`src/include/dbg_consts.svh`:
```
// debug interconnect constants
// word width, packet type and subtype codes, register map and module identity
`ifndef DBG_CONSTS_SVH
`define DBG_CONSTS_SVH

// packet word width, fixed by the packet format
`define DBG_W 16
`define DBG_TYPE_W 2
`define DBG_SUB_W 4

// flags word type field, zero marks a register access
`define DBG_TYPE_REG 2'd0

// request subtypes
`define DBG_SUB_REQ_READ 4'd0
`define DBG_SUB_REQ_WRITE 4'd1

// response subtypes, error variants carry no data word
`define DBG_SUB_RESP_READ 4'd2
`define DBG_SUB_RESP_WRITE 4'd3
`define DBG_SUB_RESP_READ_ERR 4'd4
`define DBG_SUB_RESP_WRITE_ERR 4'd5

// register map
`define DBG_REG_MOD_ID 16'h0000
`define DBG_REG_VERSION 16'h0001
`define DBG_REG_SCRATCH 16'h0200
`define DBG_REG_CONTROL 16'h0201

// read-only identity values
`define DBG_MOD_ID_VAL 16'h0005
`define DBG_VERSION_VAL 16'h0001

`endif

```
`src/verilog/dbg_pkg.sv`:
```
// debug interconnect types
// stream word struct and the two decodings of the flags word
`default_nettype none

`include "dbg_consts.svh"

package dbg_pkg;

  // one packet word, valid and ready travel beside it
  typedef struct packed {
    logic [`DBG_W-1:0] data;
    logic              last;
  } dbg_flit_t;

  // flags word as seen by the demux, only the type matters
  typedef struct packed {
    logic [`DBG_TYPE_W-1:0]         pkt_type;
    logic [`DBG_W-`DBG_TYPE_W-1:0]  opaque;
  } dbg_flags_generic_t;

  // flags word of a register access request or response
  typedef struct packed {
    logic [`DBG_TYPE_W-1:0]                     pkt_type;
    logic [`DBG_SUB_W-1:0]                      subtype;
    logic [`DBG_W-`DBG_TYPE_W-`DBG_SUB_W-1:0]   reserved;
  } dbg_flags_reg_t;

  // same 16 bits, two views
  typedef union packed {
    dbg_flags_generic_t generic;
    dbg_flags_reg_t     reg_hdr;
  } dbg_flags_u;

endpackage

`default_nettype wire

```
`src/verilog/dbg_regaccess_demux.sv`:
```
// register access demux
// buffers three words, tags the packet by its flags type and steers it
// to the register unit or the bypass port
`default_nettype none

`include "dbg_consts.svh"

module dbg_regaccess_demux
  import dbg_pkg::*;
(
  input  logic      clk,
  input  logic      rst,
  input  dbg_flit_t in,
  input  logic      in_valid,
  output logic      in_ready,
  output dbg_flit_t reg_out,
  output logic      reg_out_valid,
  input  logic      reg_out_ready,
  output dbg_flit_t bypass_out,
  output logic      bypass_out_valid,
  input  logic      bypass_out_ready
);

  // one buffer slot with its routing tags
  typedef struct packed {
    dbg_flit_t flit;
    logic      valid;
    logic      is_reg;
    logic      is_byp;
  } stage_t;

  // slot 0 is the input stage, slot 2 is the head
  stage_t     stage [3];
  dbg_flags_u flags;
  logic       do_tag;
  logic       mark_reg;
  logic       mark_byp;
  logic       pkt_reg;
  logic       pkt_byp;
  logic       hold_1;
  logic       hold_2;
  logic       none_tagged;
  logic       head_reg;
  logic       head_byp;

  // holds a word that no packet decision has reached yet
  function automatic logic untagged(stage_t s);
    return s.valid & !s.is_reg & !s.is_byp;
  endfunction

  // flags word sits in the input stage once three words are buffered
  assign flags    = stage[0].flit.data;
  assign do_tag   = untagged(stage[0]) & untagged(stage[1]) & untagged(stage[2]);
  assign mark_reg = do_tag & (flags.generic.pkt_type == `DBG_TYPE_REG);
  assign mark_byp = do_tag & (flags.generic.pkt_type != `DBG_TYPE_REG);

  // untagged words compact toward the head while waiting for the flags word
  assign hold_2 = !do_tag & untagged(stage[2]);
  assign hold_1 = hold_2 & untagged(stage[1]);

  // remember the decision for words of this packet still to come
  always_ff @(posedge clk) begin
    if (rst) begin
      pkt_reg <= 1'b0;
      pkt_byp <= 1'b0;
    end else begin
      pkt_reg <= (pkt_reg | mark_reg) & !(in_valid & in_ready & in.last)
                 & !(stage[0].valid & stage[0].flit.last);
      pkt_byp <= (pkt_byp | mark_byp) & !(in_valid & in_ready & in.last)
                 & !(stage[0].valid & stage[0].flit.last);
    end
  end

  always_ff @(posedge clk) begin
    if (rst) begin
      for (int i = 0; i < 3; i++) begin
        stage[i].valid  <= 1'b0;
        stage[i].is_reg <= 1'b0;
        stage[i].is_byp <= 1'b0;
      end
    end else if (in_ready) begin
      stage[0].flit  <= in;
      stage[0].valid <= in_valid;
      // a word after a non-last word continues the current packet
      if (stage[0].valid & !stage[0].flit.last) begin
        stage[0].is_reg <= pkt_reg | mark_reg;
        stage[0].is_byp <= pkt_byp | mark_byp;
      end else begin
        stage[0].is_reg <= pkt_reg;
        stage[0].is_byp <= pkt_byp;
      end

      if (!hold_1) begin
        stage[1].flit   <= stage[0].flit;
        stage[1].valid  <= stage[0].valid;
        stage[1].is_reg <= stage[0].is_reg | mark_reg;
        stage[1].is_byp <= stage[0].is_byp | mark_byp;
      end

      if (!hold_2) begin
        stage[2].flit   <= stage[1].flit;
        stage[2].valid  <= stage[1].valid;
        stage[2].is_reg <= stage[1].is_reg | mark_reg;
        stage[2].is_byp <= stage[1].is_byp | mark_byp;
      end
    end
  end

  // head is offered in the same cycle the tag is decided
  assign head_reg = stage[2].is_reg | mark_reg;
  assign head_byp = stage[2].is_byp | mark_byp;

  assign reg_out          = stage[2].flit;
  assign reg_out_valid    = stage[2].valid & head_reg;
  assign bypass_out       = stage[2].flit;
  assign bypass_out_valid = stage[2].valid & head_byp;

  // stall only when the tagged packet's own port is blocked
  assign none_tagged = !do_tag & !stage[0].is_reg & !stage[0].is_byp
                       & !stage[1].is_reg & !stage[1].is_byp
                       & !stage[2].is_reg & !stage[2].is_byp;
  assign in_ready = (reg_out_ready & bypass_out_ready)
                    | (reg_out_ready & head_reg)
                    | (bypass_out_ready & head_byp)
                    | none_tagged;

endmodule

`default_nettype wire

```
`src/verilog/dbg_regaccess.sv`:
```
// register access unit
// parses read and write requests, owns the scratch and control registers
// and serializes the response packet
`default_nettype none

`include "dbg_consts.svh"

module dbg_regaccess
  import dbg_pkg::*;
(
  input  logic      clk,
  input  logic      rst,
  input  dbg_flit_t req,
  input  logic      req_valid,
  output logic      req_ready,
  output dbg_flit_t resp,
  output logic      resp_valid,
  input  logic      resp_ready,
  output logic      ctrl_enable
);

  typedef enum logic {
    ST_REQ,
    ST_RESP
  } state_t;

  state_t                state;
  logic [2:0]            idx;
  logic [1:0]            ridx;
  logic [`DBG_W-1:0]     dst_q;
  logic [`DBG_W-1:0]     src_q;
  logic [`DBG_W-1:0]     addr_q;
  logic [`DBG_SUB_W-1:0] sub_q;
  logic [`DBG_SUB_W-1:0] cur_sub;
  logic [`DBG_SUB_W-1:0] rsp_sub;
  logic [`DBG_W-1:0]     rsp_data;
  logic                  rsp_has_data;
  logic [`DBG_W-1:0]     scratch_q;
  logic                  ctrl_q;
  dbg_flags_u            req_flags;
  dbg_flags_u            resp_flags;
  logic                  req_fire;
  logic                  req_end;
  logic                  resp_fire;
  logic                  rd_hit;
  logic [`DBG_W-1:0]     rd_val;
  logic                  wr_hit;
  logic                  is_write;
  logic                  rd_ok;
  logic                  wr_ok;

  assign req_ready = (state == ST_REQ);
  assign req_fire  = req_valid & req_ready;
  assign req_end   = req_fire & req.last;
  assign req_flags = req.data;

  // subtype is still on the bus if the packet ends at the flags word
  assign cur_sub  = (idx == 3'd2) ? req_flags.reg_hdr.subtype : sub_q;
  assign is_write = (cur_sub == `DBG_SUB_REQ_WRITE);

  // read decode on the address word itself, a good read ends there
  always_comb begin
    rd_hit = 1'b1;
    case (req.data)
      `DBG_REG_MOD_ID:  rd_val = `DBG_MOD_ID_VAL;
      `DBG_REG_VERSION: rd_val = `DBG_VERSION_VAL;
      `DBG_REG_SCRATCH: rd_val = scratch_q;
      `DBG_REG_CONTROL: rd_val = {{(`DBG_W-1){1'b0}}, ctrl_q};
      default: begin
        rd_hit = 1'b0;
        rd_val = '0;
      end
    endcase
  end

  // only scratch and control accept writes
  assign wr_hit = (addr_q == `DBG_REG_SCRATCH) | (addr_q == `DBG_REG_CONTROL);

  // length check is folded in through the index of the last word
  assign rd_ok = (idx == 3'd3) & (cur_sub == `DBG_SUB_REQ_READ) & rd_hit;
  assign wr_ok = (idx == 3'd4) & is_write & wr_hit;

  // capture header words as they pass, no reset needed on payload
  always_ff @(posedge clk) begin
    if (req_fire) begin
      case (idx)
        3'd0: dst_q <= req.data;
        3'd1: src_q <= req.data;
        3'd2: sub_q <= req_flags.reg_hdr.subtype;
        3'd3: addr_q <= req.data;
        default: ;
      endcase
    end
    if (req_end) begin
      rsp_data     <= rd_val;
      rsp_has_data <= rd_ok;
      if (rd_ok) begin
        rsp_sub <= `DBG_SUB_RESP_READ;
      end else if (wr_ok) begin
        rsp_sub <= `DBG_SUB_RESP_WRITE;
      end else if (is_write) begin
        rsp_sub <= `DBG_SUB_RESP_WRITE_ERR;
      end else begin
        rsp_sub <= `DBG_SUB_RESP_READ_ERR;
      end
    end
  end

  // request word index saturates, overlong packets still count as long
  always_ff @(posedge clk) begin
    if (rst) begin
      state <= ST_REQ;
      idx   <= 3'd0;
      ridx  <= 2'd0;
    end else begin
      if (req_end) begin
        state <= ST_RESP;
        idx   <= 3'd0;
      end else if (req_fire && idx != 3'd5) begin
        idx <= idx + 3'd1;
      end
      if (resp_fire) begin
        if (resp.last) begin
          state <= ST_REQ;
          ridx  <= 2'd0;
        end else begin
          ridx <= ridx + 2'd1;
        end
      end
    end
  end

  // register file, written on the data word of a good write
  always_ff @(posedge clk) begin
    if (rst) begin
      scratch_q <= '0;
      ctrl_q    <= 1'b0;
    end else if (req_end && wr_ok) begin
      if (addr_q == `DBG_REG_SCRATCH) begin
        scratch_q <= req.data;
      end else begin
        ctrl_q <= req.data[0];
      end
    end
  end

  assign ctrl_enable = ctrl_q;

  // response flags word, type zero plus the decided subtype
  always_comb begin
    resp_flags.reg_hdr.pkt_type = `DBG_TYPE_REG;
    resp_flags.reg_hdr.subtype  = rsp_sub;
    resp_flags.reg_hdr.reserved = '0;
  end

  // source and destination swap places in the response
  always_comb begin
    case (ridx)
      2'd0:    resp.data = src_q;
      2'd1:    resp.data = dst_q;
      2'd2:    resp.data = resp_flags;
      default: resp.data = rsp_data;
    endcase
    resp.last = rsp_has_data ? (ridx == 2'd3) : (ridx == 2'd2);
  end

  assign resp_valid = (state == ST_RESP);
  assign resp_fire  = resp_valid & resp_ready;

endmodule

`default_nettype wire

```
`src/verilog/dbg_stream_arb.sv`:
```
// packet-atomic round-robin merge of two debug streams
// the granted source passes through with no added latency
`default_nettype none

module dbg_stream_arb
  import dbg_pkg::*;
(
  input  logic      clk,
  input  logic      rst,
  input  dbg_flit_t a_in,
  input  logic      a_valid,
  output logic      a_ready,
  input  dbg_flit_t b_in,
  input  logic      b_valid,
  output logic      b_ready,
  output dbg_flit_t out,
  output logic      out_valid,
  input  logic      out_ready
);

  // locked while a packet is in flight or a word is offered but not taken
  logic locked;
  // 1 when b holds or last held the grant
  logic last_b;
  logic grant_b;
  logic out_fire;

  always_comb begin
    if (locked) begin
      grant_b = last_b;
    end else if (a_valid && b_valid) begin
      // both waiting, the source not served last goes first
      grant_b = !last_b;
    end else begin
      grant_b = b_valid;
    end
  end

  assign out       = grant_b ? b_in : a_in;
  assign out_valid = grant_b ? b_valid : a_valid;
  assign a_ready   = !grant_b & out_ready;
  assign b_ready   = grant_b & out_ready;
  assign out_fire  = out_valid & out_ready;

  always_ff @(posedge clk) begin
    if (rst) begin
      locked <= 1'b0;
      last_b <= 1'b0;
    end else begin
      // an offered word pins the grant so the output stays stable
      locked <= (locked | out_valid) & !(out_fire & out.last);
      if (out_valid) begin
        last_b <= grant_b;
      end
    end
  end

endmodule

`default_nettype wire

```
`src/verilog/dbg_access_top.sv`:
```
// debug register access front end
// demux to register unit or bypass, responses merged with module events
`default_nettype none

module dbg_access_top
  import dbg_pkg::*;
(
  input  logic      clk,
  input  logic      rst,
  input  dbg_flit_t debug_in,
  input  logic      debug_in_valid,
  output logic      debug_in_ready,
  output dbg_flit_t debug_out,
  output logic      debug_out_valid,
  input  logic      debug_out_ready,
  output dbg_flit_t bypass_out,
  output logic      bypass_out_valid,
  input  logic      bypass_out_ready,
  input  dbg_flit_t event_in,
  input  logic      event_in_valid,
  output logic      event_in_ready,
  output logic      ctrl_enable
);

  // demux to register unit
  dbg_flit_t reg_req;
  logic      reg_req_valid;
  logic      reg_req_ready;
  // register unit to arbiter
  dbg_flit_t reg_resp;
  logic      reg_resp_valid;
  logic      reg_resp_ready;

  dbg_regaccess_demux u_demux (
    .clk              (clk),
    .rst              (rst),
    .in               (debug_in),
    .in_valid         (debug_in_valid),
    .in_ready         (debug_in_ready),
    .reg_out          (reg_req),
    .reg_out_valid    (reg_req_valid),
    .reg_out_ready    (reg_req_ready),
    .bypass_out       (bypass_out),
    .bypass_out_valid (bypass_out_valid),
    .bypass_out_ready (bypass_out_ready)
  );

  dbg_regaccess u_regaccess (
    .clk         (clk),
    .rst         (rst),
    .req         (reg_req),
    .req_valid   (reg_req_valid),
    .req_ready   (reg_req_ready),
    .resp        (reg_resp),
    .resp_valid  (reg_resp_valid),
    .resp_ready  (reg_resp_ready),
    .ctrl_enable (ctrl_enable)
  );

  // source a carries register responses, b carries module events
  dbg_stream_arb u_arb (
    .clk       (clk),
    .rst       (rst),
    .a_in      (reg_resp),
    .a_valid   (reg_resp_valid),
    .a_ready   (reg_resp_ready),
    .b_in      (event_in),
    .b_valid   (event_in_valid),
    .b_ready   (event_in_ready),
    .out       (debug_out),
    .out_valid (debug_out_valid),
    .out_ready (debug_out_ready)
  );

endmodule

`default_nettype wire

```
`config.mk`:
```
export PLATFORM = sky130hd
export DESIGN_NAME = dbg_access_top
export DESIGN_NICKNAME = d
export VERILOG_FILES = /design/src/verilog/dbg_pkg.sv /design/src/verilog/dbg_regaccess_demux.sv /design/src/verilog/dbg_regaccess.sv /design/src/verilog/dbg_stream_arb.sv /design/src/verilog/dbg_access_top.sv
export VERILOG_INCLUDE_DIRS = /design/src /design/src/include
export SDC_FILE = /design/constraint.sdc
export NUM_CORES = 1
export LEC_CHECK = 0
export BUFFER_PORTS_ARGS = -buffer_cell sky130_fd_sc_hd__buf_2
export CAP_MARGIN = 30
export CELL_PAD_IN_SITES_DETAIL_PLACEMENT = 1
export CELL_PAD_IN_SITES_GLOBAL_PLACEMENT = 1
export CORE_MARGIN = 2
export CORE_UTILIZATION = 40
export CTS_CLUSTER_DIAMETER = 50
export DETAILED_ROUTE_END_ITERATION = 6
export PLACE_DENSITY = 0.78
export REMOVE_ABC_BUFFERS = 1
export SYNTH_ARGS = -nofsm -noshare
export SYNTH_HDL_FRONTEND = slang
export SYNTH_SLANG_ARGS = --single-unit
```
`constraint.sdc`:
```
create_clock -name clk -period 3.88 [get_ports clk]
set_input_delay 1.164 -clock clk [delete_from_list [all_inputs] [get_ports clk]]
set_output_delay 1.164 -clock clk [all_outputs]
set_load 0.1 [all_outputs]
```
==> metrics.md <==
| Metric | Value |
|---|---|
| Final Setup Violations | `0` |
| Crit Path Class | `flop to output pin` |
| CP bufs+invs | `2` |
| Simple-gate share of the synthesized area | `12.1%` |
| Async SR Flop Fraction | `0%` |
| GRT overflow | `0` |
| Final instance area | `about 8100 um2` |
| TNS Setup | `0 ns` |
| Starting Density | `between 40% and 50%` |
| # DRC | `0` |
| Routability cong. | `about 0.76` |
| Critical Path End Type | `output pin` |
| Reg clk slew, reported paths | `approximately 0.060 ns` |
| HP Class | `flop to flop` |
| Run status | `complete, no violations` |
| Yosys cell types | `between 40 and 50` |
| Final antenna-violating net count | `0` |
| Final nets | `590` |
| Hold WS | `~0.42 ns` |
| Power Total | `roughly 0.0059 W` |
| TritonCTS clock tree | `yes` |
| Synth-to-layout area growth | `23.3%` |
| Initial antenna violation count | `0` |
| Power per cell area | `between 700 and 800 nW/um2` |
| Final period utilization | `96.6%` |
| Sinks on Clock Net | `around 160` |
| Number of global-route vias before repair | `~4,500` |
| Unrepaired setup endpoints after global routing | `false` |
| XOR/XNOR Fraction of Synth Area | `0%` |
| Vias per cell | `approximately 5.2` |
| DPL Wire Length | `between 10,000 and 15,000 um` |
| Post-Synth Adder-Cell Area | `between 1.5 and 2%` |
| Largest family of logic cells by synthesized area | `simple AND/OR/NAND/NOR gates` |
| Final wirelength | `about 15,000 um` |
| Synthesized instance count | `roughly 470` |
| Worst setup SP type | `flop` |
| Bufs on Longest Clock Path | `2` |
| Overall Global Routing Usage | `roughly 18%` |
| Cell family with most CP delay | `simple AND/OR/NAND/NOR gates` |
| Skew final | `0.00975 ns` |
| Floorplan core area | `about 16,000 um2` |
| Max-slew violations | `0` |
| Htree depth | `4` |
| Post-Syn Area | `6540 um2` |
| Static Leak | `approximately 3.0 nW` |
| Worst-margin pin slew | `between 0.9 and 1 ns` |
| Max-cap violations | `0` |
| R2R Setup Slk | `about 1.0 ns` |
| Mux share of post-synthesis cell area | `roughly 4.1%` |
| Synth Register Bits | `around 160` |
| DR iter-0 viols | `~250` |
| Final Critical Period | `approximately 3.7 ns` |
| Fmax | `0.267 GHz` |
| Root Buffer | `clkbuf_16` |
| Synth Area in Compound Gates | `9.18%` |
| DR pass1 iterations | `4` |
| Die area | `roughly 17,000 um2` |
| EDFF count, synth | `roughly 130` |
| Synth warn | `0` |
| Die width | `132 um` |
| Worst EP arrival | `roughly 2.6 ns` |
| WL/cell | `about 20 um` |
| Largest net degree at the start of global routing | `52` |
| # resized after CTS | `0` |
| CP max stage delay | `between 0.6 and 0.7 ns` |
| PortBufs | `78` |
| Worst IR Drop VDD | `about 0.43 mV` |
| Clock Latency Late Sink | `0.43 ns` |
| Post-CTS setup buffers | `0` |
| Max transition margin | `around two fifths` |
| # rows | `46` |
| Area of placed instances | `around 7400 um2` |
| CP max FO | `5` |
| Largest Register | `u_demux.stage` |
| Inserted Diodes | `0` |
| Slowest CP cell | `or4_4` |
| # IOs | `79` |
| Share of cells above drive strength 1 | `24.4%` |
| First-pass GRT wire length | `about 24,000 um` |
| Ys flop type | `edfxtp_1` |
| CP required | `approximately 2.7 ns` |
| Number of flip-flops in the largest register | `60` |
| Final core area utilization | `roughly 51%` |
| Synth Area per Inst | `around 14 um2` |
| Die Ht | `roughly 130 um` |
| CP Cell Sequence | `or4_4 -> o41ai_4 -> a211oi_4 -> inv_1 -> buf_2` |
| Final hold violations | `0` |
| Vias post-DR | `slightly above 4,000` |
| Hold-fix buffers, CTS | `0` |
| CTS buffer count | `17` |
| Seq/Total Area, Yosys | `68.9%` |
## layout make-up
| type | count | area [um2] |
|---|---|---|
| inverter | 14 | 52.6 |
| fill | 1594 | 7880 |
| clock buffer | 19 | 433 |
| timing repair buffer | 90 | 787 |
| clock inverter | 13 | 243 |
| multi-input combinational | 259 | 1780 |
| tap | 216 | 270 |
| sequential | 159 | 4500 |
## cells by family after synthesis
family	Yosys count
DFF	159
AOI/OAI and AO/OA	84
muxes	26
buffers and inverters	50
and+or+nand+nor	140
adders and majority gates	9
## synthesized netlist by cell type (2+ instances only)
cell type	instances	area (um2)
nor2b_1	5	31.3
nand2_1	26	97.6
o21bai_1	3	22.5
o21a_1	5	37.5
edfxtp_1	132	3960
a311oi_1	2	17.5
ha_1	9	113
dfxtp_1	27	541
nor3b_1	2	15.0
nor2_1	16	60.1
nor4_1	6	37.5
a21oi_1	12	60.1
a221o_1	13	130
mux2i_1	21	210
nand4b_1	2	17.5
or3_1	2	12.5
and2_1	18	113
inv_1	13	48.8
nor3_1	8	40.0
clkbuf_1	16	60.1
and3_1	4	25.0
nor4b_1	4	35.0
mux2_2	5	56.3
buf_4	18	135
nand2b_1	37	231
nand4_1	2	12.5
nand3_1	3	15.0
o21ai_0	36	180
a222oi_1	3	30.0
## metrics by stage
| stage | worst slack (ns) | instances |
|---|---|---|
| global placement | 0.342 | 736 |
| finish | 0.133 | 770 |
| CTS | 0.108 | 769 |
| detailed placement | 0.277 | 737 |
| global route | 0.0595 | 770 |
| floorplan | -1.22 | 432 |
## per-layer routing
layer | vias to the layer above | GRT usage, % | part of all wire, %
li1 | 1870 | - | -
met1 | 2017 | 20.4 | 38
met2 | 119 | 33.2 | 55
met3 | 17 | 4.84 | 5.5
met4 | 0 | 8.15 | 1.4
met5 | - | 0 | 0
## path summary, 6_finish.rpt
check,startpoint,to,cells past startpoint
setup / recovery,u_demux.stage[0][1],debug_in_ready,5
hold reg to reg,u_demux.stage[0][17],u_demux.stage[0][37],0
setup reg to reg,u_demux.stage[0][1],u_regaccess.dst_q[14],5
hold / removal,u_demux.stage[0][17],u_demux.stage[0][37],0
## power by group
group,internal (W),switching (W)
registers,0.00223,0.000269
clock network,0.00126,0.000650
logic,0.000332,0.00113
## placed cells by master, fill, tap and decap left out, types with 7 or more instances in the layout
cell type / n
edfxtp_1: 132
buf_2: 60
nand2b_1: 37
o21ai_0: 36
dfxtp_1: 27
nand2_1: 26
mux2i_1: 21
buf_12: 19
and2_1: 18
clkbuf_16: 17
nor2_1: 16
inv_1: 13
a221o_1: 13
a21oi_1: 12
ha_1: 9
buf_4: 9
nor3_1: 8
bufinv_16: 7
Note: power is estimated with default switching activity, not from simulation.
